## src/hw/cpuPkg.sv

```systemverilog
package cpuPkg;

    localparam int xlen     = 32;
    localparam int regAddrW = 5;
    localparam int regCount = 32;

    // Major opcodes of the supported subset
    typedef enum logic [6:0] {
        OP     = 7'b0110011,
        OP_IMM = 7'b0010011,
        LOAD   = 7'b0000011,
        STORE  = 7'b0100011,
        BRANCH = 7'b1100011
    } opcodeE;

    typedef enum logic [2:0] {
        ADD = 3'd0,
        SUB = 3'd1,
        AND = 3'd2,
        OR  = 3'd3,
        SLT = 3'd4
    } aluFnE;

    typedef struct packed {
        logic [6:0]          funct7;
        logic [regAddrW-1:0] rs2;
        logic [regAddrW-1:0] rs1;
        logic [2:0]          funct3;
        logic [regAddrW-1:0] rd;
        logic [6:0]          opcode;
    } rFmtT;

    typedef struct packed {
        logic [11:0]         imm12;
        logic [regAddrW-1:0] rs1;
        logic [2:0]          funct3;
        logic [regAddrW-1:0] rd;
        logic [6:0]          opcode;
    } iFmtT;

    typedef struct packed {
        logic [6:0]          immHi;
        logic [regAddrW-1:0] rs2;
        logic [regAddrW-1:0] rs1;
        logic [2:0]          funct3;
        logic [4:0]          immLo;
        logic [6:0]          opcode;
    } sFmtT;

    // Branch offset bits are scattered over the word
    typedef struct packed {
        logic                imm12;
        logic [5:0]          imm10to5;
        logic [regAddrW-1:0] rs2;
        logic [regAddrW-1:0] rs1;
        logic [2:0]          funct3;
        logic [3:0]          imm4to1;
        logic                imm11;
        logic [6:0]          opcode;
    } bFmtT;

    typedef union packed {
        rFmtT r;
        iFmtT i;
        sFmtT s;
        bFmtT b;
    } instU;

endpackage

```

## src/hw/ctrlBus.sv

```systemverilog
`timescale 1ns/1ps

interface ctrlBus;
    import cpuPkg::*;

    logic [regAddrW-1:0] rs1;
    logic [regAddrW-1:0] rs2;
    logic [regAddrW-1:0] rd;
    logic [xlen-1:0]     imm;      // Already sign-extended
    aluFnE               aluFn;
    logic                aluSrc;   // Immediate as second operand
    logic                regWrite; // Never set for x0
    logic                memWrite;
    logic                memToReg;
    logic                branch;

    modport dec (
        output rs1, rs2, rd, imm, aluFn, aluSrc,
        output regWrite, memWrite, memToReg, branch
    );

    modport dp (
        input rs1, rs2, rd, imm, aluFn, aluSrc,
        input regWrite, memWrite, memToReg, branch
    );

endinterface

```

## src/hw/decoder.sv

```systemverilog
`timescale 1ns/1ps

module decoder (
    input  logic         run,
    input  cpuPkg::instU inst,
    ctrlBus.dec          ctl
);
    import cpuPkg::*;

    logic            regWant;
    logic            memWant;
    logic            brWant;
    logic [xlen-1:0] immI;
    logic [xlen-1:0] immS;
    logic [xlen-1:0] immB;

    // R-type ALU function from funct3 and funct7 bit 5
    function automatic aluFnE opAluFn(input logic [2:0] f3, input logic alt);
        case (f3)
            3'b000:  return alt ? SUB : ADD;
            3'b010:  return SLT;
            3'b110:  return OR;
            3'b111:  return AND;
            default: return ADD;
        endcase
    endfunction

    // One immediate per format, each read through its own view
    assign immI = {{20{inst.i.imm12[11]}}, inst.i.imm12};
    assign immS = {{20{inst.s.immHi[6]}}, inst.s.immHi, inst.s.immLo};
    assign immB = {{19{inst.b.imm12}}, inst.b.imm12, inst.b.imm11,
                   inst.b.imm10to5, inst.b.imm4to1, 1'b0};

    // Register fields sit in the same bits for every format
    assign ctl.rs1 = inst.r.rs1;
    assign ctl.rs2 = inst.r.rs2;
    assign ctl.rd  = inst.r.rd;

    always_comb begin
        ctl.imm      = '0;
        ctl.aluFn    = ADD;
        ctl.aluSrc   = 1'b0;
        ctl.memToReg = 1'b0;
        regWant      = 1'b0;
        memWant      = 1'b0;
        brWant       = 1'b0;

        case (inst.r.opcode)
            OP: begin
                ctl.aluFn = opAluFn(inst.r.funct3, inst.r.funct7[5]);
                regWant   = 1'b1;
            end
            OP_IMM: begin // Only addi in the subset
                ctl.imm    = immI;
                ctl.aluSrc = 1'b1;
                regWant    = 1'b1;
            end
            LOAD: begin
                ctl.imm      = immI;
                ctl.aluSrc   = 1'b1;
                ctl.memToReg = 1'b1;
                regWant      = 1'b1;
            end
            STORE: begin
                ctl.imm    = immS;
                ctl.aluSrc = 1'b1;
                memWant    = 1'b1;
            end
            BRANCH: begin
                ctl.imm   = immB;
                ctl.aluFn = SUB; // Zero result means equal
                brWant    = 1'b1;
            end
            default: begin
                // Unknown opcode falls through as a nop
            end
        endcase
    end

    // Nothing commits while the core is stopped
    assign ctl.regWrite = run && regWant && (inst.r.rd != '0);
    assign ctl.memWrite = run && memWant;
    assign ctl.branch   = run && brWant;

endmodule

```

## src/flat_wrapper.sv

```systemverilog
// flat-port wrapper written by rule: the top's interface ports become plain ports
module decoder_flat import cpuPkg::*;
  (run, inst, ctl_rs1, ctl_rs2, ctl_rd, ctl_imm, ctl_aluFn, ctl_aluSrc, ctl_regWrite, ctl_memWrite, ctl_memToReg, ctl_branch);
  ctrlBus ctl_i ();
  input  logic run;
  input  cpuPkg::instU inst;
  output wire logic [$bits(ctl_i.rs1)-1:0] ctl_rs1;
  output wire logic [$bits(ctl_i.rs2)-1:0] ctl_rs2;
  output wire logic [$bits(ctl_i.rd)-1:0] ctl_rd;
  output wire logic [$bits(ctl_i.imm)-1:0] ctl_imm;
  output wire logic [$bits(ctl_i.aluFn)-1:0] ctl_aluFn;
  output wire logic [$bits(ctl_i.aluSrc)-1:0] ctl_aluSrc;
  output wire logic [$bits(ctl_i.regWrite)-1:0] ctl_regWrite;
  output wire logic [$bits(ctl_i.memWrite)-1:0] ctl_memWrite;
  output wire logic [$bits(ctl_i.memToReg)-1:0] ctl_memToReg;
  output wire logic [$bits(ctl_i.branch)-1:0] ctl_branch;
  assign ctl_rs1 = ctl_i.rs1;
  assign ctl_rs2 = ctl_i.rs2;
  assign ctl_rd = ctl_i.rd;
  assign ctl_imm = ctl_i.imm;
  assign ctl_aluFn = ctl_i.aluFn;
  assign ctl_aluSrc = ctl_i.aluSrc;
  assign ctl_regWrite = ctl_i.regWrite;
  assign ctl_memWrite = ctl_i.memWrite;
  assign ctl_memToReg = ctl_i.memToReg;
  assign ctl_branch = ctl_i.branch;
  decoder u_core (.run(run), .inst(inst), .ctl(ctl_i));
endmodule
```

## config.mk

```make
export PLATFORM = sky130hd
export DESIGN_NAME = decoder_flat
export DESIGN_NICKNAME = d
export VERILOG_FILES = /design/src/hw/cpuPkg.sv /design/src/hw/ctrlBus.sv /design/src/hw/decoder.sv /design/src/flat_wrapper.sv
export SDC_FILE = /design/constraint.sdc
export NUM_CORES = 1
export LEC_CHECK = 0
export BUFFER_PORTS_ARGS = -buffer_cell sky130_fd_sc_hd__buf_2
export CORE_MARGIN = 4
export CORE_UTILIZATION = 33
export DETAILED_ROUTE_END_ITERATION = 8
export PLACE_DENSITY = 0.95
export SLEW_MARGIN = 20
export SYNTH_ARGS = -nofsm -noshare
export SYNTH_HDL_FRONTEND = slang
export SYNTH_SLANG_ARGS = --single-unit
```

## constraint.sdc

```tcl
create_clock -name vclk -period 2.9
set_input_delay 0.29 -clock vclk [all_inputs]
set_output_delay 0.29 -clock vclk [all_outputs]
set_load 0.1 [all_outputs]
```

Word level (Yosys, flattened, before mapping):

Index checks and enable logic that the tools add are counted.

* eq/ne operators: 8
* multiplexer cells: 9
* reduce and logical (&&, ||, !) cells: 9

Operators with widths (number)
* $pmux 32 s3: 1
* $eq 7x6->1 const B: 2
* $pmux 3 s4: 1
* $eq 7x2->1 const B: 1
* $eq 7x5->1 const B: 1
* $eq 7x7->1 const B: 1
* $eq 3x3->1 const B: 2
* $mux 1: 6
* $pmux 3 s2: 1
* $reduce_or 3->1: 2
* $reduce_bool 5->1: 1
* $logic_and 1x1->1: 4
* $eq 3x2->1 const B: 1
* $logic_not 3->1: 1
* $reduce_or 2->1: 1

* register bits after elaboration: 0
* input bits: 33
* output and inout bits: 55

Depth between registers and ports, before layout:

* depth after elaboration: 5
* gate-level depth with buffers: 5
* depth with buffers taken out: 3

Worst setup path after synthesis:

OpenSTA, ideal clock, no wires.

* path kind: input to output
* start point: in inst[2] (netlist bit)
* end point: out ctl_aluFn[0]
* arrival: 3887 ps
* slack: -1277 ps
* cell stages on the path: 3
* path buffers: 1
* path through: nand4bb_1 buf_6 a2111oi_1

* longest elaborated chain between the ends: 2
* elaborated cells between the ends (all ways): 3

RTL lines
* start, declared: RTL line flat_wrapper.sv:6 `input cpuPkg::instU inst;`
* $eq 7x7->1 or $eq 7x6->1 (tied branches)
* $pmux 3 s2 *: RTL line decoder.sv:48 `case (inst.r.opcode)`
* end, declared: RTL line flat_wrapper.sv:11 `output wire logic [$bits(ctl_i.aluFn)-1:0] ctl_aluFn;`

Mark *: on every way between the ends. The rest lies on a longest branch, timed or not.

Worst setup path in the final report:

* start point: in inst[2] (netlist bit)
* end point: out ctl_imm[16]

* longest elaborated chain between the ends: 3
* elaborated cells between the ends (all ways): 6

RTL lines
* $eq 7x5->1 or $eq 7x2->1 (tied branches): RTL line decoder.sv:48
* $reduce_or 2->1 (no source line)
* $pmux 32 s3 *: RTL line decoder.sv:48
* end, declared: RTL line flat_wrapper.sv:10 `output wire logic [$bits(ctl_i.imm)-1:0] ctl_imm;`

Marks and branches as above.

==> reports/results.ini <==
[timing]
fin_crit_sh=0.750
finalHoldViolCount=0
rsz0062_at_grt=no
timing.fmax_mhz=460
tightest_slew_ps=500
drv_slew=0
tns_ps=0
relSlewSlack=0.669
final-setup-viol-count=0
fin_crit_ps=2170

[grt]
grt_pass1_wl_um=2900
grt_remaining_overflow=0
antenna_found_initial=0
grt_usage=0.142
grt_pass1_vias=669
grt_max_degree=21

[drt]
via_per_inst=4.76
drt_iter0_markers=8
routedWlPerCell_um=13.4
num_vias=676
drc=0
routed_wl_um=1900
ant_nets=0
first_pass_iters=4

[finish]
drive_above_1_share=0.706
antennaDiodeCount=0
areaGrowthSynthToFinish_pct=86.8
fin_nets=161
fillerInstances=129
final_util=0.679
nClkBuffers=0
layout_common_cells=58 x buf_2, 21 x buf_12, 10 x nor2_1
seq_cell_count=0
mostFrequentLayoutCell=buf_2
final-seq-area_sq_um=0

[clocking]
holdBufCountCts=0
postCtsResizedCells=0
cts_setup_buffers=0

[logic_synthesis]
synth_area_sq_um=567
synthCells=82
synth_fp_nets=115
synth_seq_area_share=0
synth_area_per_cell_sq_um=6.91
yosys_warnings=0
synth_cell_types=20

[worst_setup_path]
cp.required_ps=2610
path_class=input pin to output pin
cp-end-kind=output pin
crit_fanout=20
critPathArrivalTime_ps=1880
start_kind=input pin

[job]
cap_violations=0

[floorplan]
core_sq_um=1560
rows=14
start_util=0.364
dieArea_sq_um=2440
fp.dieW_um=49.4
die_height_um=49.4
ios=88

[power]
intPower_mw=0.0417
p_sw_mw=0.129
power_density_nw_per_um2=161
combPwrFrac=1.000
p_leak_nw=0.545
p_clk_frac=0
ir_drop_v=0.000165
sw_frac_of_total=0.756
p_seq_frac=0

[placed_design]
io_buffers=78
hpwl_um=1770
gp_congestion=0.751

[worst_hold_path]
hp-class=input pin to output pin

[status]
outcome=finished, final reports clean

==> cell type report <==
cell class,instances,area [sq um],area share
tap,16,20.0,0.0189
multi-input combinational,42,305,0.288
inverter,4,15.0,0.0142
timing repair buffer,80,718,0.678
==> Yosys cell counts <==
master / count / area, sq um
buf_4: 34 / 255
nor2_1: 10 / 37.5
and2_1: 8 / 50.1
a22oi_1: 5 / 37.5
inv_1: 4 / 15.0
nor3_1: 4 / 20.0
a21oi_1: 2 / 10.0
nand2_1: 2 / 7.51
nor4_2: 2 / 25.0
a2111oi_1: 1 / 10.0
a211oi_4: 1 / 20.0
and3_1: 1 / 6.26
buf_2: 1 / 5.00
buf_6: 1 / 11.3
mux2i_1: 1 / 10.0
nand2b_4: 1 / 13.8
nand4bb_1: 1 / 11.3
nor2b_1: 1 / 6.26
nor3b_1: 1 / 7.51
or4_1: 1 / 7.51
==> kinds of logic (layout without fill, tap and decap cells) <==
group / Yosys count / in the layout / synth area share
buffers and inverters: 40 / 84 / 0.505
multiplexers: 1 / 1 / 0.0177
AO/OA/AOI/OAI: 9 / 9 / 0.137
AND/OR/NAND/NOR: 32 / 32 / 0.340
==> power groups by stage <==
| stage | sequential (mW) | clock [mW] | combinational [mW] |
|---|---|---|---|
| final | 0 | 0 | 0.171 |
| after floorplan | 0 | 0 | 0.166 |
| after detailed placement | 0 | 0 | 0.171 |
| after CTS | 0 | 0 | 0.172 |
| after global routing | 0 | 0 | 0.177 |
| after global placement | 0 | 0 | 0.169 |
==> worst max-delay path, cell delays in order <==
cell,delay [ps]
buf_2,90
nand4bb_1,370
a211oi_4,400
and2_1,240
buf_12,260
buf_12,210
==> through the flow <==
| stage | power (mW) | worst slack, ps | hold WS [ps] | cells | cell area (sq um) |
|---|---|---|---|---|---|
| floorplan | 0.166 | 67.9 | 764 | 82 | 592 |
| global placement | 0.169 | 752 | 581 | 142 | 1060 |
| detailed placement | 0.171 | 713 | 581 | 142 | 1060 |
| CTS | 0.172 | 703 | 581 | 142 | 1060 |
| global route | 0.177 | 563 | 580 | 142 | 1060 |
| finish | 0.171 | 725 | 580 | 142 | 1060 |
==> path summary, 6_finish.rpt <==
check | start | slack, ps | depth (start not counted) | end
max | inst[2] | 730 | 6 | ctl_imm[16]
min | inst[18] | 580 | 0 | ctl_rs1[3]
==> metal layers <==
layer / global-route usage / share of wire / vias up
met5: 0 / 0 / -
met4: 0.00922 / 0.0053 / 0
met3: 0.0183 / 0.11 / 4
met2: 0.308 / 0.53 / 59
met1: 0.144 / 0.35 / 287
li1: - / - / 326
Power figures use the tool's default switching activity.
