### config.mk
export PLATFORM = sky130hd
export DESIGN_NAME = regFile_flat
export DESIGN_NICKNAME = d
export VERILOG_FILES = /design/src/hw/cpuPkg.sv /design/src/hw/ctrlBus.sv /design/src/hw/regFile.sv /design/src/flat_wrapper.sv
export SDC_FILE = /design/constraint.sdc
export NUM_CORES = 2
export LEC_CHECK = 0
export ABC_AREA = 1
export BUFFER_PORTS_ARGS = -buffer_cell sky130_fd_sc_hd__buf_2
export CORE_MARGIN = 4
export CORE_UTILIZATION = 50
export DETAILED_ROUTE_END_ITERATION = 16
export PLACE_DENSITY = 0.77
export SYNTH_ARGS = -nofsm -noshare
export SYNTH_HDL_FRONTEND = slang
export SYNTH_SLANG_ARGS = --single-unit
### constraint.sdc
create_clock -name CLK -period 1.9 [get_ports CLK]
set_input_delay 0.285 -clock CLK [delete_from_list [all_inputs] [get_ports CLK]]
set_output_delay 0.285 -clock CLK [all_outputs]
set_load 0.01 [all_outputs]
### src/hw/cpuPkg.sv
package cpuPkg;

    localparam int xlen     = 32;
    localparam int regAddrW = 5;
    localparam int regCount = 32;

    // Major opcodes of the supported subset
    typedef enum logic [6:0] {
        OP     = 7'b0110011,
        OP_IMM = 7'b0010011,
        LOAD   = 7'b0000011,
        STORE  = 7'b0100011,
        BRANCH = 7'b1100011
    } opcodeE;

    typedef enum logic [2:0] {
        ADD = 3'd0,
        SUB = 3'd1,
        AND = 3'd2,
        OR  = 3'd3,
        SLT = 3'd4
    } aluFnE;

    typedef struct packed {
        logic [6:0]          funct7;
        logic [regAddrW-1:0] rs2;
        logic [regAddrW-1:0] rs1;
        logic [2:0]          funct3;
        logic [regAddrW-1:0] rd;
        logic [6:0]          opcode;
    } rFmtT;

    typedef struct packed {
        logic [11:0]         imm12;
        logic [regAddrW-1:0] rs1;
        logic [2:0]          funct3;
        logic [regAddrW-1:0] rd;
        logic [6:0]          opcode;
    } iFmtT;

    typedef struct packed {
        logic [6:0]          immHi;
        logic [regAddrW-1:0] rs2;
        logic [regAddrW-1:0] rs1;
        logic [2:0]          funct3;
        logic [4:0]          immLo;
        logic [6:0]          opcode;
    } sFmtT;

    // Branch offset bits are scattered over the word
    typedef struct packed {
        logic                imm12;
        logic [5:0]          imm10to5;
        logic [regAddrW-1:0] rs2;
        logic [regAddrW-1:0] rs1;
        logic [2:0]          funct3;
        logic [3:0]          imm4to1;
        logic                imm11;
        logic [6:0]          opcode;
    } bFmtT;

    typedef union packed {
        rFmtT r;
        iFmtT i;
        sFmtT s;
        bFmtT b;
    } instU;

endpackage

### src/hw/ctrlBus.sv
`timescale 1ns/1ps

interface ctrlBus;
    import cpuPkg::*;

    logic [regAddrW-1:0] rs1;
    logic [regAddrW-1:0] rs2;
    logic [regAddrW-1:0] rd;
    logic [xlen-1:0]     imm;      // Already sign-extended
    aluFnE               aluFn;
    logic                aluSrc;   // Immediate as second operand
    logic                regWrite; // Never set for x0
    logic                memWrite;
    logic                memToReg;
    logic                branch;

    modport dec (
        output rs1, rs2, rd, imm, aluFn, aluSrc,
        output regWrite, memWrite, memToReg, branch
    );

    modport dp (
        input rs1, rs2, rd, imm, aluFn, aluSrc,
        input regWrite, memWrite, memToReg, branch
    );

endinterface

### src/hw/regFile.sv
`timescale 1ns/1ps

module regFile (
    input  logic                    CLK,
    input  logic                    arstN,
    input  logic [cpuPkg::xlen-1:0] wbData,
    ctrlBus.dp                      ctl,
    output logic [cpuPkg::xlen-1:0] rd1,
    output logic [cpuPkg::xlen-1:0] rd2
);
    import cpuPkg::*;

    // x0 has no storage
    logic [xlen-1:0] regs [1:regCount-1];

    always_ff @(posedge CLK or negedge arstN) begin
        if (!arstN) begin
            for (int i = 1; i < regCount; i++) begin
                regs[i] <= '0;
            end
        end else if (ctl.regWrite) begin
            regs[ctl.rd] <= wbData;
        end
    end

    always_comb begin
        rd1 = '0;
        rd2 = '0;
        if (ctl.rs1 != '0) begin
            rd1 = regs[ctl.rs1];
        end
        if (ctl.rs2 != '0) begin
            rd2 = regs[ctl.rs2];
        end
    end

    // Decoder must have filtered x0 writes out
    noX0Write: assert property (
        @(posedge CLK) disable iff (!arstN)
        ctl.regWrite |-> (ctl.rd != '0)
    ) else $error("regFile: write strobe with rd = x0");

endmodule

### src/flat_wrapper.sv
// flat-port wrapper written by rule: the top's interface ports become plain ports
module regFile_flat import cpuPkg::*;
  (CLK, arstN, wbData, rd1, rd2, ctl_rs1, ctl_rs2, ctl_rd, ctl_imm, ctl_aluFn, ctl_aluSrc, ctl_regWrite, ctl_memWrite, ctl_memToReg, ctl_branch);
  ctrlBus ctl_i ();
  input  logic CLK;
  input  logic arstN;
  input  logic [cpuPkg::xlen-1:0] wbData;
  output logic [cpuPkg::xlen-1:0] rd1;
  output logic [cpuPkg::xlen-1:0] rd2;
  input wire logic [$bits(ctl_i.rs1)-1:0] ctl_rs1;
  input wire logic [$bits(ctl_i.rs2)-1:0] ctl_rs2;
  input wire logic [$bits(ctl_i.rd)-1:0] ctl_rd;
  input wire logic [$bits(ctl_i.imm)-1:0] ctl_imm;
  input wire logic [$bits(ctl_i.aluFn)-1:0] ctl_aluFn;
  input wire logic [$bits(ctl_i.aluSrc)-1:0] ctl_aluSrc;
  input wire logic [$bits(ctl_i.regWrite)-1:0] ctl_regWrite;
  input wire logic [$bits(ctl_i.memWrite)-1:0] ctl_memWrite;
  input wire logic [$bits(ctl_i.memToReg)-1:0] ctl_memToReg;
  input wire logic [$bits(ctl_i.branch)-1:0] ctl_branch;
  assign ctl_i.rs1 = ctl_rs1;
  assign ctl_i.rs2 = ctl_rs2;
  assign ctl_i.rd = ctl_rd;
  assign ctl_i.imm = ctl_imm;
  assign ctl_i.aluFn = ctl_aluFn;
  assign ctl_i.aluSrc = ctl_aluSrc;
  assign ctl_i.regWrite = ctl_regWrite;
  assign ctl_i.memWrite = ctl_memWrite;
  assign ctl_i.memToReg = ctl_memToReg;
  assign ctl_i.branch = ctl_branch;
  regFile u_core (.CLK(CLK), .arstN(arstN), .wbData(wbData), .ctl(ctl_i), .rd1(rd1), .rd2(rd2));
endmodule
Word level (Yosys, flattened, before mapping)
Cells that the tools add are included.

storage, ports and cells
  input bits = 89
  output and inout port bits = 64
  logic and storage cells = 52
  bits in registers = 992

operators by class
  bitwise logic cells = 3
  muxes and demuxes = 11
  reductions and logical operators = 3
  order comparisons = 4

operators with widths
  operator            number
  $bwmux 992          1
  $bmux 32 s5         2
  $mux 32             7
  $demux 32 s5        1
  $ge 6x6->1 const B  3
  $not 5->6           3
  $reduce_bool 5->1   2
  $lt 6x1->1 const B  1
  $logic_and 1x1->1   1

Logic depth before layout (Yosys ltp)
  depth in word-level cells = 6
  gate-level depth with buffers = 12

Worst setup path after synthesis
No wires, ideal clock.

  path type = input-to-output
  start point = input ctl_rs2[0]
  end point = output rd2[5] in the netlist's numbering
  arrival time = 1,480 ps
  setup slack = 135 ps
  data required time = 1,615 ps
  stages = 9
  path through = buf_2 buf_2 nor2_2 clkbuf_1 a21oi_1 nand3_1 nand3_1 nand3_1 nand2_1

between the ends
  word-level cells in the longest chain between the ends = 5

RTL lines
  element                                      line                RTL
  start, declared                              flat_wrapper.sv:11  input wire logic [$bits(ctl_i.rs2)-1:0] ctl_rs2;
  $not 5->6 (not written as such)              regFile.sv:33       rd2 = regs[ctl.rs2];
  $bmux 32 s5                                  regFile.sv:33
  $mux 32 (not written as such) (2 in series)  regFile.sv:33
  $mux 32 *                                    regFile.sv:32       if (ctl.rs2 != '0) begin
  end, declared                                flat_wrapper.sv:9   output logic [cpuPkg::xlen-1:0] rd2;

Every way passes the cells marked *; elsewhere a longest branch is shown, timed or not. The select of a mux whose other input is x is not followed.

Worst setup path after layout
  start point = register u_core.regs[125] in the netlist's numbering
  end point = output rd1[29] in the netlist's numbering

between the ends
  word-level cells in the longest chain between the ends = 4

RTL lines
  element                                      line               RTL
  start, declared                              regFile.sv:14      logic [xlen-1:0] regs [1:regCount-1];
  start signal, assigned by index              regFile.sv:22      regs[ctl.rd] <= wbData;
  $bmux 32 s5                                  regFile.sv:30      rd1 = regs[ctl.rs1];
  $mux 32 (not written as such) (2 in series)  regFile.sv:30
  $mux 32                                      regFile.sv:29      if (ctl.rs1 != '0) begin
  end, declared                                flat_wrapper.sv:8  output logic [cpuPkg::xlen-1:0] rd1;

No other way between the ends. The select of a mux whose other input is x is not followed.

==> results_dict.tcl <==
set metrics [dict create \
    critPathLaunchType "flop" \
    clock_latency_ns 0.73 \
    routabilityCongestion 0.9754 \
    fp.dieW_um 341.1 \
    seq_area_sq_mm 0.02482 \
    reg.largest.list "u_core.regs: 992 flops" \
    core_area_sq_mm 0.1095 \
    crit_arrival_ns 1.96 \
    grt_pass1_vias 57808 \
    setup_viol 64 \
    die_area_sq_mm 0.1163 \
    power_density_mw_per_mm2 966.3 \
    drcViolationCount 0 \
    cts_sinks 992 \
    worstPathCellList "inv_1 -> a21oi_2 -> nand3_1 -> nand3_2 -> nand3_2 -> nand2_4 -> buf_4" \
    rsz0062_at_grt "yes" \
    drtIter0Drc 9088 \
    ir_drop_mv 0.8381 \
    slowest_delay_ns 0.38 \
    cts_tree "done" \
    max_slew_margin_pct 45.36 \
    crit_required_ns 1.62 \
    hold_viol 0 \
    gr-total-overflow 0 \
    multi_input_area_sq_mm 0.02853 \
    crit_top_cell "nand3_2" \
    timing.setup.tns_ns -16.64 \
    slew_violations 0 \
    period_share_pct 118.0 \
    antenna_found_initial 19 \
    synth_cells 8164 \
    nFillCells 8906 \
    setup_ws_ns -0.3426 \
    fin_skew_ns 0 \
    synthArstFlopShare_pct 100.0 \
    track_usage_pct 37.11 \
    clockRootBuffer "clkbuf_16" \
    cts.clk_slew.worst_paths_ns 0.06 \
    synthFlopType "dfrtp_1" \
    top_register "u_core.regs" \
    ys_seq_area_share_pct 44.75 \
    vias_per_cell 6.131 \
    reg2reg_to "u_core.regs[621]" \
    io_buffers 113 \
    ff2ff_setup_slack_ns 0.93 \
    synthesis.area_sq_mm 0.05547 \
    ff2ff_path_depth 4 \
    area_growth_pct 26.21 \
    holdCritPathClass "input pin to async pin" \
    largest_register_ffs 992 \
    via_count 61110 \
    yosys_warnings 0 \
    wl_met3_mm 31.23 \
    place_area_sq_mm 0.06163 \
    crit_path_max_fanout 2 \
    ant_nets 0 \
    synth_edf_count 0 \
    maxCapViolations 0 \
    criticalPathCategory "flop to output port" \
    synth_area_per_cell_sq_um 6.795 \
    stdcell_area_sq_mm 0.07001 \
    cts_inserted_buffers 109 \
    drive_gt1_share_pct 20.96 \
    crit_slowest_cell "dfrtp_1" \
    fin_nets 8474 \
    post-dp-hpwl_mm 139.7 \
    dr.max_layer_used "met5" \
    clock.fmax_mhz 445.9 \
    num_io_pins 153 \
    leakage_nw 33.50 \
    htreeDepth 3 \
    run_status "complete, but fails checks" \
    syn_nets 8253 \
    violations "setup timing" \
    final_util_pct 63.96 \
    wl_met2_mm 95.83 \
    worstSetupEndpointType "output port" \
    tightestPinTransition_ns 0.8152 \
    wl_mm 224.8 \
    grt_max_degree 82 \
    place_ws_ns -0.3278 \
    grt_pass1_wl_mm 337.0 \
    drt-met1-wl_mm 80.34 \
    synth_cell_types 19 \
    r2r-start "u_core.regs[621]" \
    row_count 121 \
    drtPass1Iterations 10 \
    die_height_um 341.1 \
    clk_path_buf_depth 3 \
    min_period_ns 2.243 \
    avgRoutedWirePerCell_um 22.55 \
    ys_ff_latch 992 \
    start_util_pct 50.68 \
]
[cells in the final DEF, fill, tap and decap left out, drive strengths merged]
cell type / synthesis / routed
nand2: 2969 / 2969
nand3: 1472 / 1472
dfrtp: 992 / 992
o21ai: 896 / 896
buf: 193 / 726
inv: 629 / 632
a21oi: 352 / 352
nor2: 190 / 190
clkbuf: 458 / 145
clkinv: 1 / 40
dlygate4sd3: 0 / 33
diode: 0 / 15
bufinv: 0 / 14
nor3: 12 / 12
clkinvlp: 0 / 4
[final cells by class]
cell class	count	area share [%]
sequential	992	35.46
timing repair buffer	761	12.30
inverter	630	3.428
tap	1476	2.638
antenna	15	0.05362
multi-input combinational	5891	40.75
clock buffer	143	4.295
clock inverter	60	1.081
[layer usage]
metal,GRT usage [%],vias to the layer above
met4,25.24,4
met5,0,-
met2,55.19,4835
met1,47.59,28361
li1,-,26678
met3,9.658,1232
[metrics by stage]
step                power, mW  instances  hold WS (ns)
floorplan               36.85       8164      -0.01059
global placement        41.56       9580        0.2127
detailed placement      42.24       9580        0.2139
CTS                     65.62       9862       0.06310
global route            70.77       9961       0.09746
finish                  67.65       9968       0.07445
[synthesized netlist by cell type, types with 12 or more instances]
library cell	instances	area share [%]
inv_2	12	0.081
clkbuf_1	458	3.1
buf_1	75	0.51
buf_2	118	1.1
inv_1	617	4.2
dfrtp_1	992	45
nand2_1	2954	20
a21oi_1	352	3.2
o21ai_1	54	0.49
nand3_1	1472	13
o21ai_0	842	7.6
nor2_1	183	1.2
nand2_2	15	0.17
[worst max path at each step]
stage,start,to,slack [ns]
floorplan,ctl_rs2[0],rd2[5],0.13
global placement,ctl_rs1[0],rd1[30],-0.31
detailed placement,ctl_rs1[0],rd1[30],-0.33
CTS,u_core.regs[635],rd1[27],-0.32
global route,u_core.regs[924],rd1[28],-0.42
finish,u_core.regs[125],rd1[29],-0.34
[kinds of logic (layout without fill, tap and decap cells)]
group / after synthesis / count (layout) / share of synthesized area (%)
AND/OR/NAND/NOR: 4643 / 4643 / 35.05
flip-flops: 992 / 992 / 44.75
AO/OA/AOI/OAI: 1248 / 1248 / 11.26
other: 0 / 15 / 0
buffers and inverters: 1281 / 1594 / 8.934
[repair_timing]
| action | in CTS | in global routing |
|---|---|---|
| endpoints found under the hold margin | 439 | 0 |
| gates resized for setup | 443 | 520 |
| pin swaps | 278 | 311 |
| buffers inserted | 46 | 89 |
| gates cloned | 0 | 2 |
| hold buffers | 33 | 0 |
| endpoints found under the setup margin | 64 | 64 |
[critical path: cells and delay by family, from the launching register on]
| kind | cells | cell delay [ns] |
|---|---|---|
| compound gates | 1 | 0.14 |
| buf+inv | 2 | 0.26 |
| flops | 1 | 0.38 |
| simple gates | 4 | 0.48 |
[report_power, final]
group / total (mW) / internal (mW) / switching [mW] / leakage [nW]
registers: 28.2 / 25.3 / 2.98 / 12.6
clock network: 22.6 / 13.1 / 9.46 / 1.86
logic: 16.8 / 6.61 / 10.2 / 19.0
total: 67.6 / 45.0 / 22.7 / 33.5
(Power assumes the default switching activity.)
