[src/hw/cpuPkg.sv]
package cpuPkg;

    localparam int xlen     = 32;
    localparam int regAddrW = 5;
    localparam int regCount = 32;

    // Major opcodes of the supported subset
    typedef enum logic [6:0] {
        OP     = 7'b0110011,
        OP_IMM = 7'b0010011,
        LOAD   = 7'b0000011,
        STORE  = 7'b0100011,
        BRANCH = 7'b1100011
    } opcodeE;

    typedef enum logic [2:0] {
        ADD = 3'd0,
        SUB = 3'd1,
        AND = 3'd2,
        OR  = 3'd3,
        SLT = 3'd4
    } aluFnE;

    typedef struct packed {
        logic [6:0]          funct7;
        logic [regAddrW-1:0] rs2;
        logic [regAddrW-1:0] rs1;
        logic [2:0]          funct3;
        logic [regAddrW-1:0] rd;
        logic [6:0]          opcode;
    } rFmtT;

    typedef struct packed {
        logic [11:0]         imm12;
        logic [regAddrW-1:0] rs1;
        logic [2:0]          funct3;
        logic [regAddrW-1:0] rd;
        logic [6:0]          opcode;
    } iFmtT;

    typedef struct packed {
        logic [6:0]          immHi;
        logic [regAddrW-1:0] rs2;
        logic [regAddrW-1:0] rs1;
        logic [2:0]          funct3;
        logic [4:0]          immLo;
        logic [6:0]          opcode;
    } sFmtT;

    // Branch offset bits are scattered over the word
    typedef struct packed {
        logic                imm12;
        logic [5:0]          imm10to5;
        logic [regAddrW-1:0] rs2;
        logic [regAddrW-1:0] rs1;
        logic [2:0]          funct3;
        logic [3:0]          imm4to1;
        logic                imm11;
        logic [6:0]          opcode;
    } bFmtT;

    typedef union packed {
        rFmtT r;
        iFmtT i;
        sFmtT s;
        bFmtT b;
    } instU;

endpackage

[src/hw/ctrlBus.sv]
`timescale 1ns/1ps

interface ctrlBus;
    import cpuPkg::*;

    logic [regAddrW-1:0] rs1;
    logic [regAddrW-1:0] rs2;
    logic [regAddrW-1:0] rd;
    logic [xlen-1:0]     imm;      // Already sign-extended
    aluFnE               aluFn;
    logic                aluSrc;   // Immediate as second operand
    logic                regWrite; // Never set for x0
    logic                memWrite;
    logic                memToReg;
    logic                branch;

    modport dec (
        output rs1, rs2, rd, imm, aluFn, aluSrc,
        output regWrite, memWrite, memToReg, branch
    );

    modport dp (
        input rs1, rs2, rd, imm, aluFn, aluSrc,
        input regWrite, memWrite, memToReg, branch
    );

endinterface

[src/hw/dataMem.sv]
`timescale 1ns/1ps

module dataMem #(
    parameter int dmemWords = 64
) (
    input  logic                    CLK,
    input  logic                    arstN,
    input  logic [cpuPkg::xlen-1:0] aluOut,    // Byte address
    input  logic [cpuPkg::xlen-1:0] storeData,
    ctrlBus.dp                      ctl,
    output logic [cpuPkg::xlen-1:0] loadData
);
    import cpuPkg::*;

    localparam int addrW = $clog2(dmemWords);

    logic [xlen-1:0]  mem [dmemWords];
    logic [addrW-1:0] idx;

    assign idx = aluOut[addrW+1:2];

    always_ff @(posedge CLK or negedge arstN) begin
        if (!arstN) begin
            for (int i = 0; i < dmemWords; i++) begin
                mem[i] <= '0;
            end
        end else if (ctl.memWrite) begin
            mem[idx] <= storeData;
        end
    end

    assign loadData = mem[idx];

    // Store address computed from rs1 + imm must land inside the array
    storeInRange: assert property (
        @(posedge CLK) disable iff (!arstN)
        ctl.memWrite |-> (aluOut[xlen-1:2] < dmemWords)
    ) else $error("dataMem: store to word %0d out of range", aluOut[xlen-1:2]);

endmodule

[src/flat_wrapper.sv]
// flat-port wrapper written by rule: the top's interface ports become plain ports
module dataMem_flat import cpuPkg::*;
#(
    parameter int dmemWords = 64
)
  (CLK, arstN, aluOut, storeData, loadData, ctl_rs1, ctl_rs2, ctl_rd, ctl_imm, ctl_aluFn, ctl_aluSrc, ctl_regWrite, ctl_memWrite, ctl_memToReg, ctl_branch);
  ctrlBus ctl_i ();
  input  logic CLK;
  input  logic arstN;
  input  logic [cpuPkg::xlen-1:0] aluOut;
  input  logic [cpuPkg::xlen-1:0] storeData;
  output logic [cpuPkg::xlen-1:0] loadData;
  input wire logic [$bits(ctl_i.rs1)-1:0] ctl_rs1;
  input wire logic [$bits(ctl_i.rs2)-1:0] ctl_rs2;
  input wire logic [$bits(ctl_i.rd)-1:0] ctl_rd;
  input wire logic [$bits(ctl_i.imm)-1:0] ctl_imm;
  input wire logic [$bits(ctl_i.aluFn)-1:0] ctl_aluFn;
  input wire logic [$bits(ctl_i.aluSrc)-1:0] ctl_aluSrc;
  input wire logic [$bits(ctl_i.regWrite)-1:0] ctl_regWrite;
  input wire logic [$bits(ctl_i.memWrite)-1:0] ctl_memWrite;
  input wire logic [$bits(ctl_i.memToReg)-1:0] ctl_memToReg;
  input wire logic [$bits(ctl_i.branch)-1:0] ctl_branch;
  assign ctl_i.rs1 = ctl_rs1;
  assign ctl_i.rs2 = ctl_rs2;
  assign ctl_i.rd = ctl_rd;
  assign ctl_i.imm = ctl_imm;
  assign ctl_i.aluFn = ctl_aluFn;
  assign ctl_i.aluSrc = ctl_aluSrc;
  assign ctl_i.regWrite = ctl_regWrite;
  assign ctl_i.memWrite = ctl_memWrite;
  assign ctl_i.memToReg = ctl_memToReg;
  assign ctl_i.branch = ctl_branch;
  dataMem #(.dmemWords(dmemWords)) u_core (.CLK(CLK), .arstN(arstN), .aluOut(aluOut), .storeData(storeData), .ctl(ctl_i), .loadData(loadData));
endmodule
[config.mk]
export PLATFORM = sky130hd
export DESIGN_NAME = dataMem_flat
export DESIGN_NICKNAME = d
export VERILOG_FILES = /design/src/hw/cpuPkg.sv /design/src/hw/ctrlBus.sv /design/src/hw/dataMem.sv /design/src/flat_wrapper.sv
export SDC_FILE = /design/constraint.sdc
export NUM_CORES = 2
export LEC_CHECK = 0
export BUFFER_PORTS_ARGS = -buffer_cell sky130_fd_sc_hd__clkbuf_2
export CAP_MARGIN = 40
export CORE_UTILIZATION = 40
export DETAILED_ROUTE_END_ITERATION = 16
export PLACE_DENSITY_LB_ADDON = 0.05
export SYNTH_ARGS = -nofsm -noshare
export SYNTH_HDL_FRONTEND = slang
export SYNTH_SLANG_ARGS = --single-unit
[constraint.sdc]
create_clock -name CLK -period 3.65 [get_ports CLK]
set_input_delay 0.73 -clock CLK [delete_from_list [all_inputs] [get_ports CLK]]
set_output_delay 0.73 -clock CLK [all_outputs]
set_load 0.1 [all_outputs]
**Word level (Yosys, flattened, before mapping)**

Cells that the tools add are included.

- Logic and storage cells: 74
- Output and inout port bits: 32
- Register bits: 2,048
- Input bits: 121

- Reductions and logical operators: 1
- Order comparisons: 2
- Bitwise gates (word level): 1
- Mux-type cells: 6

Operator list:

| cell | number |
|---|---|
| bitwise mux 2048 bit | 1 |
| binary-select mux 32 bit (select 6 bit) | 1 |
| demux 32 bit (select 6 bit) | 1 |
| two-way mux 32 bit | 3 |
| >= comparator 7 bit, second input constant | 1 |
| < comparator 7 x 1 -> 1 bit, second input constant | 1 |
| NOT 6 -> 7 bit | 1 |
| logical AND 1 bit | 1 |

**Longest topological paths before layout**

- Word-level depth: 6
- Depth in mapped cells: 11
- Depth with buffers taken out: 6

**Least setup slack after synthesis**

Ideal clock, no wire load.

- Path type: in2out
- From: input port aluOut[2] (netlist bit)
- To: output port loadData[30] (netlist bit)
- Stages: 8
- Arrival time: 3.208 ns
- Slack: -0.288 ns
- Buffers on the path: 4
- Required time: 2.920 ns
- Path through: buf_6 > buf_6 > buf_2 > buf_4 > mux4_2 > a22o_1 > nor2_1 > nand4_1

- Word-level cells in the longest chain between the ends: 4

RTL lines:

| what | RTL line | RTL |
|---|---|---|
| start: declaration | flat_wrapper.sv:10 | `input logic [cpuPkg::xlen-1:0] aluOut;` |
| NOT 6 -> 7 bit (implied by the code) | dataMem.sv:32 | `assign loadData = mem[idx];` |
| binary-select mux 32 bit (select 6 bit) | dataMem.sv:32 |  |
| two-way mux 32 bit (implied by the code) (2 in a row) | dataMem.sv:32 |  |
| end: declaration | flat_wrapper.sv:12 | `output logic [cpuPkg::xlen-1:0] loadData;` |

No other way between the ends. The select of a mux whose other input is x is not followed.

**Worst setup path after layout**

- From: input port aluOut[2] (netlist bit)
- To: output port loadData[13] (netlist bit)

Same word-level chain as after synthesis.

==> flow_summary.json <==
{
  "numCtsBuffers": 227,
  "leakage_nw": 51.5,
  "multiInputGateArea_um2": 39900,
  "dieArea_um2": 232000,
  "gp_congestion": 0.839,
  "syn_avg_cell_area_um2": 13.5,
  "portBuffers": 72,
  "antenna_found_initial": 16,
  "critical-path-top-delay-family": "simple AND/OR/NAND/NOR gates",
  "routed_wl_um": 355000,
  "cts_root_buffer": "clkbuf_16",
  "tightest_slew_ns": 1.13,
  "rsz0062_at_grt": "true",
  "hold_violations": 0,
  "grt_pass1_wl_um": 505000,
  "postSynth.asyncResetShare_pct": 100,
  "clock_path_buffers": 3,
  "synth_cells": 6800,
  "syn-num-nets": 6921,
  "yosysWarnings": 0,
  "finalCritPeriodShare_pct": 111,
  "synth-edff-count": 0,
  "final_core_util_pct": 49.8,
  "start_kind": "input port",
  "ys_types": 52,
  "path_cells": "buf_16 > buf_12 > and2_4 > buf_12 > buf_12 > buf_12 > a22oi_2 > o22ai_1 > or4_4 > or4_4 > buf_12",
  "worstPathMaxFanout": 8,
  "htreeDepth": 4,
  "crit_path_top_delay_cell": "or4_4",
  "worstSetupEndpointType": "output port",
  "slowest_delay_ns": 0.59,
  "share_comb_of_total_power_pct": 14.4,
  "arrival_ns": 3.32,
  "fillers": 19800,
  "overflow": 0,
  "grt_pass1_vias": 65600,
  "worstPathRequired_ns": 2.92,
  "area_growth_pct": 23.3,
  "place_area_um2": 102000,
  "setup_viol": 31,
  "seq_area_frac_synth_pct": 55.6,
  "period_needed_ns": 4.05,
  "antenna_left": 0,
  "p_sw_mw": 15.5,
  "clock_latency_ns": 0.86,
  "crit_path_frequent_cell": "buf_12",
  "p_seq_share_pct": 46.5,
  "grtUsageTotal_pct": 30.4,
  "cts.sinks": 2048,
  "wl_per_cell_um": 34.0,
  "dp_slack_ns": -0.794,
  "fin_area_um2": 114000,
  "reg.largest.list": "u_core.mem (2048)",
  "io_pins": 153,
  "vdd_ir_drop_max_uv": 414,
  "first_pass_iters": 5,
  "hold_class": "input port to flop",
  "seq_area_um2": 51200,
  "start_util_pct": 40.4,
  "internal-power_mw": 43.3,
  "path_clk_slew_ns": 0.06,
  "p_per_area_nw_per_um2": 518,
  "post_drt_via_cell_ratio": 6.10,
  "outcome": "finished, violations left",
  "slew_headroom_pct": 24.8,
  "fin_setup_tns_ns": -8.42,
  "fin_skew_ns": 0,
  "violations": "negative setup slack",
  "ys_ff_latch": 2048,
  "first_iter_violations": 5438,
  "layout.nets": 7364,
  "finalMaxSlewViolations": 0,
  "drive_gt1_share_pct": 52.5,
  "cts_tree": "yes",
  "largest_reg_flops": 2048,
  "rows": 175,
  "core_um2": 228000,
  "syn_area_um2": 92100,
  "fmax_ghz": 0.247,
  "die_x_um": 482,
  "dp_hpwl_um": 225000,
  "power_frac_clock_pct": 39.1,
  "grt_max_degree": 98,
  "critPathKind": "input port to output port",
  "regMostFlops": "u_core.mem",
  "worst_slack_ns": -0.396,
  "die_h_um": 482,
  "maxCapViolCount": 0,
  "crit_buf_inv": 6,
  "vias": 63700,
  "drcViolationCount": 0,
  "synth_flop_cell": "dfrtp_1",
  "swShare_pct": 26.4
}
[synthesized netlist by cell type (6+ instances only)]
| library cell | number | share of area, % |
|---|---|---|
| a211oi_1 | 49 | 0.40 |
| a21o_1 | 12 | 0.098 |
| a21oi_1 | 223 | 1.2 |
| a221o_1 | 8 | 0.087 |
| a221oi_1 | 210 | 2.0 |
| a222oi_1 | 8 | 0.087 |
| a22o_1 | 32 | 0.30 |
| a22oi_1 | 512 | 4.2 |
| and2_1 | 6 | 0.041 |
| and3_1 | 14 | 0.095 |
| buf_1 | 155 | 0.63 |
| buf_2 | 256 | 1.4 |
| buf_4 | 17 | 0.14 |
| buf_6 | 12 | 0.15 |
| clkbuf_1 | 310 | 1.3 |
| dfrtp_1 | 2048 | 56 |
| mux2_2 | 2099 | 26 |
| mux2i_1 | 91 | 0.99 |
| mux4_2 | 66 | 1.6 |
| nand2_1 | 114 | 0.46 |
| nand2b_1 | 16 | 0.11 |
| nand3_1 | 8 | 0.043 |
| nand3b_1 | 7 | 0.057 |
| nand4_1 | 22 | 0.15 |
| nor2_1 | 85 | 0.35 |
| nor2b_1 | 19 | 0.13 |
| nor3_1 | 13 | 0.071 |
| nor4_1 | 13 | 0.088 |
| o211ai_1 | 23 | 0.19 |
| o21ai_0 | 127 | 0.69 |
| o221ai_1 | 8 | 0.076 |
| o22ai_1 | 127 | 0.86 |
| o32ai_1 | 12 | 0.11 |
| or3_1 | 15 | 0.10 |
| or4_1 | 20 | 0.16 |
[metal layers]
metal,vias to the layer above,global-route usage [%],wire length (um)
met5,-,0,40
met4,8,11.6,15000
met3,572,4.22,18400
met2,1933,48.2,165000
met1,34800,42.3,156000
li1,26400,-,-
[layout by cell type (no fill, tap or decap), types with 50 or more instances in the layout]
master,count
mux2i_1,89
clkbuf_8,53
clkinv_2,50
clkbuf_1,59
buf_4,562
a22oi_2,117
mux4_2,66
dfrtp_1,2048
clkbuf_16,236
buf_6,79
a221oi_1,166
nand2_1,80
mux2_2,2097
o21ai_0,78
o22ai_1,102
buf_12,229
a22oi_1,395
a21oi_1,207
[what timing repair did]
item / CTS / global route
pin swaps: 140 / 119
setup buffers: 83 / 33
gates resized for setup: 427 / 189
hold buffers: 1 / 0
setup endpoints to repair: 32 / 32
gates cloned: 17 / 6
endpoints found under the hold margin: 49 / 0
[path summary, 6_finish.rpt]
check                                 startpoint                to  slack [ns]  cells past startpoint
min in group asynchronous                  arstN   u_core.mem[822]        0.53                      2
worst min-delay path               storeData[18]  u_core.mem[1586]        0.20                      2
max in group asynchronous                  arstN  u_core.mem[1322]        1.84                      4
worst min register to register  u_core.mem[1191]  u_core.mem[1191]        0.50                      1
worst max register to register   u_core.mem[159]   u_core.mem[159]        2.84                      1
worst max-delay path                   aluOut[2]      loadData[13]       -0.40                     11
[through the flow]
stage / hold slack, ns / power [mW] / instances
floorplan: 0.434 / 32.2 / 6800
global placement: 0.481 / 35.2 / 9891
detailed placement: 0.488 / 35.5 / 9900
CTS: 0.145 / 59.1 / 10400
global route: 0.166 / 61.1 / 10400
finish: 0.199 / 58.8 / 10400
[layout make-up]
| cell class | count | share of cell area, % |
|---|---|---|
| antenna | 3 | 0.00661 |
| clock buffer | 341 | 5.88 |
| clock inverter | 76 | 0.638 |
| inverter | 1 | 0.00330 |
| multi-input combinational | 4001 | 35.2 |
| sequential | 2048 | 45.1 |
| tap | 3009 | 3.31 |
| timing repair buffer | 964 | 9.89 |
[power by group through the flow]
stage | sequential [mW] | clock [mW] | combinational (mW)
2_1_floorplan | 27.1 | 0 | 5.06
3_3_place_gp | 27.5 | 0 | 7.70
3_5_place_dp | 27.6 | 0 | 7.89
4_1_cts | 27.2 | 23.5 | 8.37
5_1_grt | 27.7 | 24.4 | 9.03
6_report | 27.3 | 23.0 | 8.47
[cells by family (layout without fill, tap and decap cells)]
logic type	after synthesis	count (layout)	synth area share, %
DFF	2048	2048	55.6
AOI/OAI and AO/OA	1383	1383	10.6
and+or+nand+nor	362	362	1.95
other	0	3	0
muxes	2256	2256	28.3
buffers and inverters	751	1382	3.57
Power figures use the tool's default switching activity.
