[src/hw/cpuPkg.sv]
package cpuPkg;

    localparam int xlen     = 32;
    localparam int regAddrW = 5;
    localparam int regCount = 32;

    // Major opcodes of the supported subset
    typedef enum logic [6:0] {
        OP     = 7'b0110011,
        OP_IMM = 7'b0010011,
        LOAD   = 7'b0000011,
        STORE  = 7'b0100011,
        BRANCH = 7'b1100011
    } opcodeE;

    typedef enum logic [2:0] {
        ADD = 3'd0,
        SUB = 3'd1,
        AND = 3'd2,
        OR  = 3'd3,
        SLT = 3'd4
    } aluFnE;

    typedef struct packed {
        logic [6:0]          funct7;
        logic [regAddrW-1:0] rs2;
        logic [regAddrW-1:0] rs1;
        logic [2:0]          funct3;
        logic [regAddrW-1:0] rd;
        logic [6:0]          opcode;
    } rFmtT;

    typedef struct packed {
        logic [11:0]         imm12;
        logic [regAddrW-1:0] rs1;
        logic [2:0]          funct3;
        logic [regAddrW-1:0] rd;
        logic [6:0]          opcode;
    } iFmtT;

    typedef struct packed {
        logic [6:0]          immHi;
        logic [regAddrW-1:0] rs2;
        logic [regAddrW-1:0] rs1;
        logic [2:0]          funct3;
        logic [4:0]          immLo;
        logic [6:0]          opcode;
    } sFmtT;

    // Branch offset bits are scattered over the word
    typedef struct packed {
        logic                imm12;
        logic [5:0]          imm10to5;
        logic [regAddrW-1:0] rs2;
        logic [regAddrW-1:0] rs1;
        logic [2:0]          funct3;
        logic [3:0]          imm4to1;
        logic                imm11;
        logic [6:0]          opcode;
    } bFmtT;

    typedef union packed {
        rFmtT r;
        iFmtT i;
        sFmtT s;
        bFmtT b;
    } instU;

endpackage

[src/hw/ctrlBus.sv]
`timescale 1ns/1ps

interface ctrlBus;
    import cpuPkg::*;

    logic [regAddrW-1:0] rs1;
    logic [regAddrW-1:0] rs2;
    logic [regAddrW-1:0] rd;
    logic [xlen-1:0]     imm;      // Already sign-extended
    aluFnE               aluFn;
    logic                aluSrc;   // Immediate as second operand
    logic                regWrite; // Never set for x0
    logic                memWrite;
    logic                memToReg;
    logic                branch;

    modport dec (
        output rs1, rs2, rd, imm, aluFn, aluSrc,
        output regWrite, memWrite, memToReg, branch
    );

    modport dp (
        input rs1, rs2, rd, imm, aluFn, aluSrc,
        input regWrite, memWrite, memToReg, branch
    );

endinterface

[src/hw/executeUnit.sv]
`timescale 1ns/1ps

module executeUnit (
    input  logic [cpuPkg::xlen-1:0] rd1,
    input  logic [cpuPkg::xlen-1:0] rd2,
    input  logic [cpuPkg::xlen-1:0] loadData,
    ctrlBus.dp                      ctl,
    output logic [cpuPkg::xlen-1:0] aluOut,
    output logic                    zero,
    output logic [cpuPkg::xlen-1:0] wbData
);
    import cpuPkg::*;

    logic [xlen-1:0] opB;

    assign opB = ctl.aluSrc ? ctl.imm : rd2;

    always_comb begin
        case (ctl.aluFn)
            ADD:     aluOut = rd1 + opB;
            SUB:     aluOut = rd1 - opB;
            AND:     aluOut = rd1 & opB;
            OR:      aluOut = rd1 | opB;
            SLT: begin // Signed compare
                aluOut = '0;
                aluOut[0] = $signed(rd1) < $signed(opB);
            end
            default: aluOut = '0;
        endcase
    end

    assign zero = (aluOut == '0); // beq uses SUB

    // Loads return memory data, everything else the ALU result
    assign wbData = ctl.memToReg ? loadData : aluOut;

endmodule

[src/flat_wrapper.sv]
// flat-port wrapper written by rule: the top's interface ports become plain ports
module executeUnit_flat import cpuPkg::*;
  (rd1, rd2, loadData, aluOut, zero, wbData, ctl_rs1, ctl_rs2, ctl_rd, ctl_imm, ctl_aluFn, ctl_aluSrc, ctl_regWrite, ctl_memWrite, ctl_memToReg, ctl_branch);
  ctrlBus ctl_i ();
  input  logic [cpuPkg::xlen-1:0] rd1;
  input  logic [cpuPkg::xlen-1:0] rd2;
  input  logic [cpuPkg::xlen-1:0] loadData;
  output logic [cpuPkg::xlen-1:0] aluOut;
  output logic zero;
  output logic [cpuPkg::xlen-1:0] wbData;
  input wire logic [$bits(ctl_i.rs1)-1:0] ctl_rs1;
  input wire logic [$bits(ctl_i.rs2)-1:0] ctl_rs2;
  input wire logic [$bits(ctl_i.rd)-1:0] ctl_rd;
  input wire logic [$bits(ctl_i.imm)-1:0] ctl_imm;
  input wire logic [$bits(ctl_i.aluFn)-1:0] ctl_aluFn;
  input wire logic [$bits(ctl_i.aluSrc)-1:0] ctl_aluSrc;
  input wire logic [$bits(ctl_i.regWrite)-1:0] ctl_regWrite;
  input wire logic [$bits(ctl_i.memWrite)-1:0] ctl_memWrite;
  input wire logic [$bits(ctl_i.memToReg)-1:0] ctl_memToReg;
  input wire logic [$bits(ctl_i.branch)-1:0] ctl_branch;
  assign ctl_i.rs1 = ctl_rs1;
  assign ctl_i.rs2 = ctl_rs2;
  assign ctl_i.rd = ctl_rd;
  assign ctl_i.imm = ctl_imm;
  assign ctl_i.aluFn = ctl_aluFn;
  assign ctl_i.aluSrc = ctl_aluSrc;
  assign ctl_i.regWrite = ctl_regWrite;
  assign ctl_i.memWrite = ctl_memWrite;
  assign ctl_i.memToReg = ctl_memToReg;
  assign ctl_i.branch = ctl_branch;
  executeUnit u_core (.rd1(rd1), .rd2(rd2), .loadData(loadData), .ctl(ctl_i), .aluOut(aluOut), .zero(zero), .wbData(wbData));
endmodule
[config.mk]
export PLATFORM = sky130hd
export DESIGN_NAME = executeUnit_flat
export DESIGN_NICKNAME = d
export VERILOG_FILES = /design/src/hw/cpuPkg.sv /design/src/hw/ctrlBus.sv /design/src/hw/executeUnit.sv /design/src/flat_wrapper.sv
export SDC_FILE = /design/constraint.sdc
export NUM_CORES = 1
export LEC_CHECK = 0
export BUFFER_PORTS_ARGS = -buffer_cell sky130_fd_sc_hd__buf_2
export CAP_MARGIN = 0
export CORE_MARGIN = 2
export CORE_UTILIZATION = 49
export DETAILED_ROUTE_END_ITERATION = 8
export PLACE_DENSITY = 0.85
export SLEW_MARGIN = 20
export SYNTH_ARGS = -nofsm -noshare
export SYNTH_HDL_FRONTEND = slang
export SYNTH_SLANG_ARGS = --single-unit
[constraint.sdc]
create_clock -name vclk -period 5.9
set_input_delay 1.18 -clock vclk [all_inputs]
set_output_delay 1.18 -clock vclk [all_outputs]
set_load 0.005 [all_outputs]
# Word level (Yosys, flattened, before mapping)
# Index checks and enable logic that the tools add are counted.
[totals]
word_cells = 14
inputBits = 151
ff_bits = 0
output_inout_bits = 65
[op_classes]
n_addsub = 2
bitwise = 2
n_lt_le_gt_ge = 1
muxes = 3
n_reduce_logical = 2
eq_ne = 4
[op_table]
columns = ["op", "n"]
rows = [
  ["case mux 32 bit (5 select lines)", 1],
  ["two-way mux 32 bit", 2],
  ["adder 32 bit", 1],
  ["bitwise AND 32 bit", 1],
  ["logical NOT 32 bit", 1],
  ["less-than comparator 32 bit", 1],
  ["OR 32 bit", 1],
  ["subtractor 32 bit", 1],
  ["== test 3 x 2 -> 1 bit (second input constant)", 2],
  ["== test 3 x 1 -> 1 bit (second input constant)", 1],
  ["== test 3 bit (second input constant)", 1],
  ["logical NOT 3 bit", 1],
]

# Logic depth before layout (Yosys ltp)
[logic_depth]
depth_word = 4
ltp_mapped = 18
depth_no_buf = 16

# Worst setup path after synthesis
# Ideal clock, no wire load.
[synth_timing]
path_kind = "input to output"
from = "input ctl_aluSrc"
to = "output zero"
path_slack_ns = -0.079
t_required_ns = 4.720
t_arrival_ns = 4.799
path_stages = 17
path_buffers = 2
path_cell_list = "clkbuf_1 > buf_1 > mux2i_1 > inv_1 > ha_1 > fa_1 > o21bai_1 > a2111oi_2 > nor4_1 > o2111ai_1 > and3_1 > o21ai_0 > xor2_1 > o22ai_1 > nor4_1 > nand4_1 > nor3_2"
[synth_between]
elab_chain_len = 4
word_cells_on_any_way = 8
cone_classes = "add/sub (2); order compare (1); mux (2); bitwise (2); reduce/logical (1)"
[synth_lines]
columns = ["element", "line", "source"]
rows = [
  ["from (decl)", "flat_wrapper.sv:16", "input wire logic [$bits(ctl_i.aluSrc)-1:0] ctl_aluSrc;"],
  ["two-way mux 32 bit *", "executeUnit.sv:16", "assign opB = ctl.aluSrc ? ctl.imm : rd2;"],
  ["subtractor 32 bit (tied with other cells)", "executeUnit.sv:21", "SUB: aluOut = rd1 - opB;"],
  ["case mux 32 bit (5 select lines) *", "executeUnit.sv:19", "case (ctl.aluFn)"],
  ["net aluOut, one bit", "flat_wrapper.sv:8", "output logic [cpuPkg::xlen-1:0] aluOut;"],
  ["logical NOT 32 bit *", "executeUnit.sv:32", "assign zero = (aluOut == '0);"],
  ["to (decl)", "flat_wrapper.sv:9", "output logic zero;"],
]
# Mark *: on every way through the listed nets, which the timed path passes. The rest lies on a longest branch.

# Worst setup path in the final report
[layout_timing]
from = "input ctl_aluSrc"
to = "output zero"
[layout_between]
elab_chain_len = 4
word_cells_on_any_way = 8
cone_classes = "add/sub (2); order compare (1); mux (2); bitwise (2); reduce/logical (1)"
[layout_lines]
columns = ["element", "line"]
rows = [
  ["two-way mux 32 bit *", "executeUnit.sv:16"],
  ["subtractor 32 bit (tied with other cells)", "executeUnit.sv:21"],
  ["case mux 32 bit (5 select lines) *", "executeUnit.sv:19"],
  ["logical NOT 32 bit *", "executeUnit.sv:32"],
]
# Mark *: on every way between the ends. The rest lies on a longest branch, timed or not.

==> results.yml <==
synth:
  synth_xor_area_share_pct: 2.836
  synth_top_area_share_pct: 21.47
  synth_area_um2: 6176
  yosys.area_share.simple_pct: 19.55
  ys_types: 95
  synth_seq_area_share_pct: 0
  yosys-mux-area-fraction_pct: 11.45
  avgSynthCellArea_um2: 6.963
  ys_warn_count: 0
  netlist_instances: 887
  synth_top_family_by_area: "compound AO/OA/AOI/OAI gates"
  synth.area.top_cells: "ha_1 (21%), mux2i_1 (6.2%), inv_1 (6.1%), a21oi_1 (5.8%), mux2_2 (4.9%)"
  synth.net_count: 1146
  synth_fa_ha_area_share_pct: 22.12
  synth_compound_area_share_pct: 33.69
  yosys.area.top_type: "ha_1"
finish:
  syn2layout_area_growth_pct: 44.85
  finalNetCount: 1442
  multi_input_area_um2: 6142
  fin_util_pct: 71.77
  design.seq.count: 0
  antenna_cells: 0
  nClkBuffers: 0
  nFillCells: 939
  ff_latch_area_um2: 0
  drive_gt1_share_pct: 42.34
sta:
  hold_violations: 0
  setup_viol: 2
  slew-limit-headroom_pct: 35.56
  holdWs_ns: 2.639
  period_share_pct: 101.2
  max_slew.worst_pin.slew_ns: 0.9631
  maxSlewViolCount: 0
  final.setup.tns_ns: -0.1321
  setup_ws_ns: -0.07170
  max_freq_ghz: 0.1675
  final.min_clock_period_ns: 5.972
  rsz0062_at_grt: "yes"
route:
  drtPass1Iterations: 5
  drtAntennaViolNets: 0
  drtIter0Drc: 918
  drc: 0
  drt-total-wl_mm: 24.28
  via_count: 8351
  avgRoutedWirePerCell_um: 17.95
  vias_per_cell: 6.172
setup_path:
  crit_type: "in2out"
  critical_path.cell_chain: "buf_8, buf_12, buf_8, mux2i_4, inv_1, ha_1, buf_4, a211oi_2, nor2b_2, or2_2, a41oi_2, mux2i_1, nand4_1, nor2_1, nor4b_2, buf_4, and4b_1, nand4_1, nor3_2, buf_2"
  crit_required_ns: 4.72
  crit_buf_inv: 7
  crit_slowest_cell: "or2_2"
  cp_top_family: "simple AND/OR/NAND/NOR gates"
  endpoint_kind: "primary output"
  cp.arrival_ns: 4.79
  cp-start-kind: "input pin"
  worst_path_largest_cell_delay_ns: 0.33
  crit_path_max_fanout: 7
floorplan:
  initial_core_util_pct: 49.54
  fp.dieH_um: 116.3
  die_x_um: 116.3
  core_um2: 12470
  rows: 41
  ios: 216
  die_area_um2: 13520
hold_path:
  worstHoldStart: "loadData[6]"
  hold_depth: 4
  min_to: "wbData[6]"
  hp-class: "in2out"
outcome:
  violations: "setup timing"
  status: "finished, violations left"
pwr:
  p_leak_uw: 0.004394
  worst_ir_drop_vdd_mv: 0.05783
  powerDensity_nw_per_um2: 122.2
global_routing:
  overflow: 0
  antenna_found_initial: 0
  grt_pass1_wl_mm: 34.73
  grt_max_degree: 109
  grt_use_total_pct: 31.15
  grt_pass1_vias: 7316
run:
  cap_viol_max_count: 0
placement:
  globalplace.congestion: 1.027
  dp.final_hpwl_mm: 18.13
  io_buffer_count: 198
placed cells by master, fill, tap and decap left out, types with 6 or more instances in the layout:
cell type and count:
a211oi_1 11, a21o_1 13, a21oi_1 67, a31oi_1 8
buf_2 196, buf_4 139, ha_1 92, ha_2 7
ha_4 7, inv_1 98, mux2_2 26, mux2i_1 17
mux2i_2 9, mux2i_4 12, nand2_1 65, nand2b_1 14
nand3_1 20, nor2_1 53, nor2b_1 7, nor3_1 21
nor4_1 6, o211ai_1 21, o21ai_0 48, o21ai_1 8
o21bai_1 9, o22ai_1 9, o31ai_1 6, or2_2 6
xnor2_1 17
synth_stat cells, types with 11 or more instances:
cell        n
nand3_1    20
o211ai_1   21
nor2_1     56
o21ai_0    55
ha_1      106
mux2_2     27
nand2b_1   14
a31oi_1    11
nand2_1    65
xnor2_1    19
mux2i_1    38
inv_1     100
nor3_1     23
clkbuf_1   31
a21o_1     13
buf_4      11
a211oi_1   13
a21oi_1    71
where the power goes:
part	switching (uW)	leakage, uW	total (uW)	internal [uW]
Clock	0	0	0	0
Sequential	0	0	0	0
Combinational	587	0.00439	1090	506
Total	587	0.00439	1090	506
per-stage QoR:
| stage | total power (uW) | setup slack (ns) | cells | instance area, um2 |
|---|---|---|---|---|
| 6_report | 1093 | -0.07170 | 1353 | 8946 |
| 5_1_grt | 1169 | -0.1739 | 1353 | 8946 |
| 4_1_cts | 959.6 | -0.01555 | 1339 | 8314 |
| 3_5_place_dp | 932.5 | -0.1478 | 1338 | 8173 |
| 3_3_place_gp | 910.8 | -0.1388 | 1338 | 8173 |
| 2_1_floorplan | 555.5 | 0.06496 | 887 | 6178 |
layout make-up:
type / count / area share (%)
well taps: 172 / 2.406
inverters: 105 / 4.462
multi-input cells: 730 / 68.66
repair buffers: 346 / 24.48
cells by family (layout without fill, tap and decap cells):
group,count (synthesis),after routing
AO/OA/AOI/OAI,296,296
XOR/XNOR,20,20
adder cells (fa/ha/maj),108,108
buffers and inverters,157,451
multiplexers,66,66
AND/OR/NAND/NOR,240,240
worst min-delay path: stages:
cell and delay, ns:
buf_2 0.07, nand2_1 0.04, o21ai_0 0.06, buf_2 0.11
how the worst max path moves through the flow:
| stage | from | to | slack [ns] | cells past startpoint |
|---|---|---|---|---|
| 6_report | ctl_aluSrc | zero | -0.07 | 20 |
| 5_1_grt | ctl_aluSrc | zero | -0.17 | 19 |
| 2_1_floorplan | ctl_aluSrc | zero | 0.06 | 16 |
| 3_5_place_dp | ctl_aluSrc | zero | -0.15 | 19 |
| 4_1_cts | ctl_aluSrc | zero | -0.02 | 18 |
| 3_3_place_gp | ctl_aluSrc | zero | -0.14 | 19 |
repair_timing:
item / 4_1_cts / 5_1_grt
buffers inserted: 1 / 14
gates resized for setup: 32 / 105
setup endpoints to repair: 8 / 15
cloned: 0 / 0
pin swaps: 6 / 55
hold buffers: 0 / 0
per-layer routing:
metal | up-vias | global-route usage (%) | wire, um | share of wire (%)
met1 | 3863 | 39.76 | 9331 | 38
met2 | 557 | 54.46 | 11630 | 48
met3 | 120 | 2.595 | 2140 | 8.8
li1 | 3811 | - | - | -
met5 | - | 0 | 0 | 0
met4 | 0 | 11.90 | 1185 | 4.9
(Power assumes the default switching activity.)
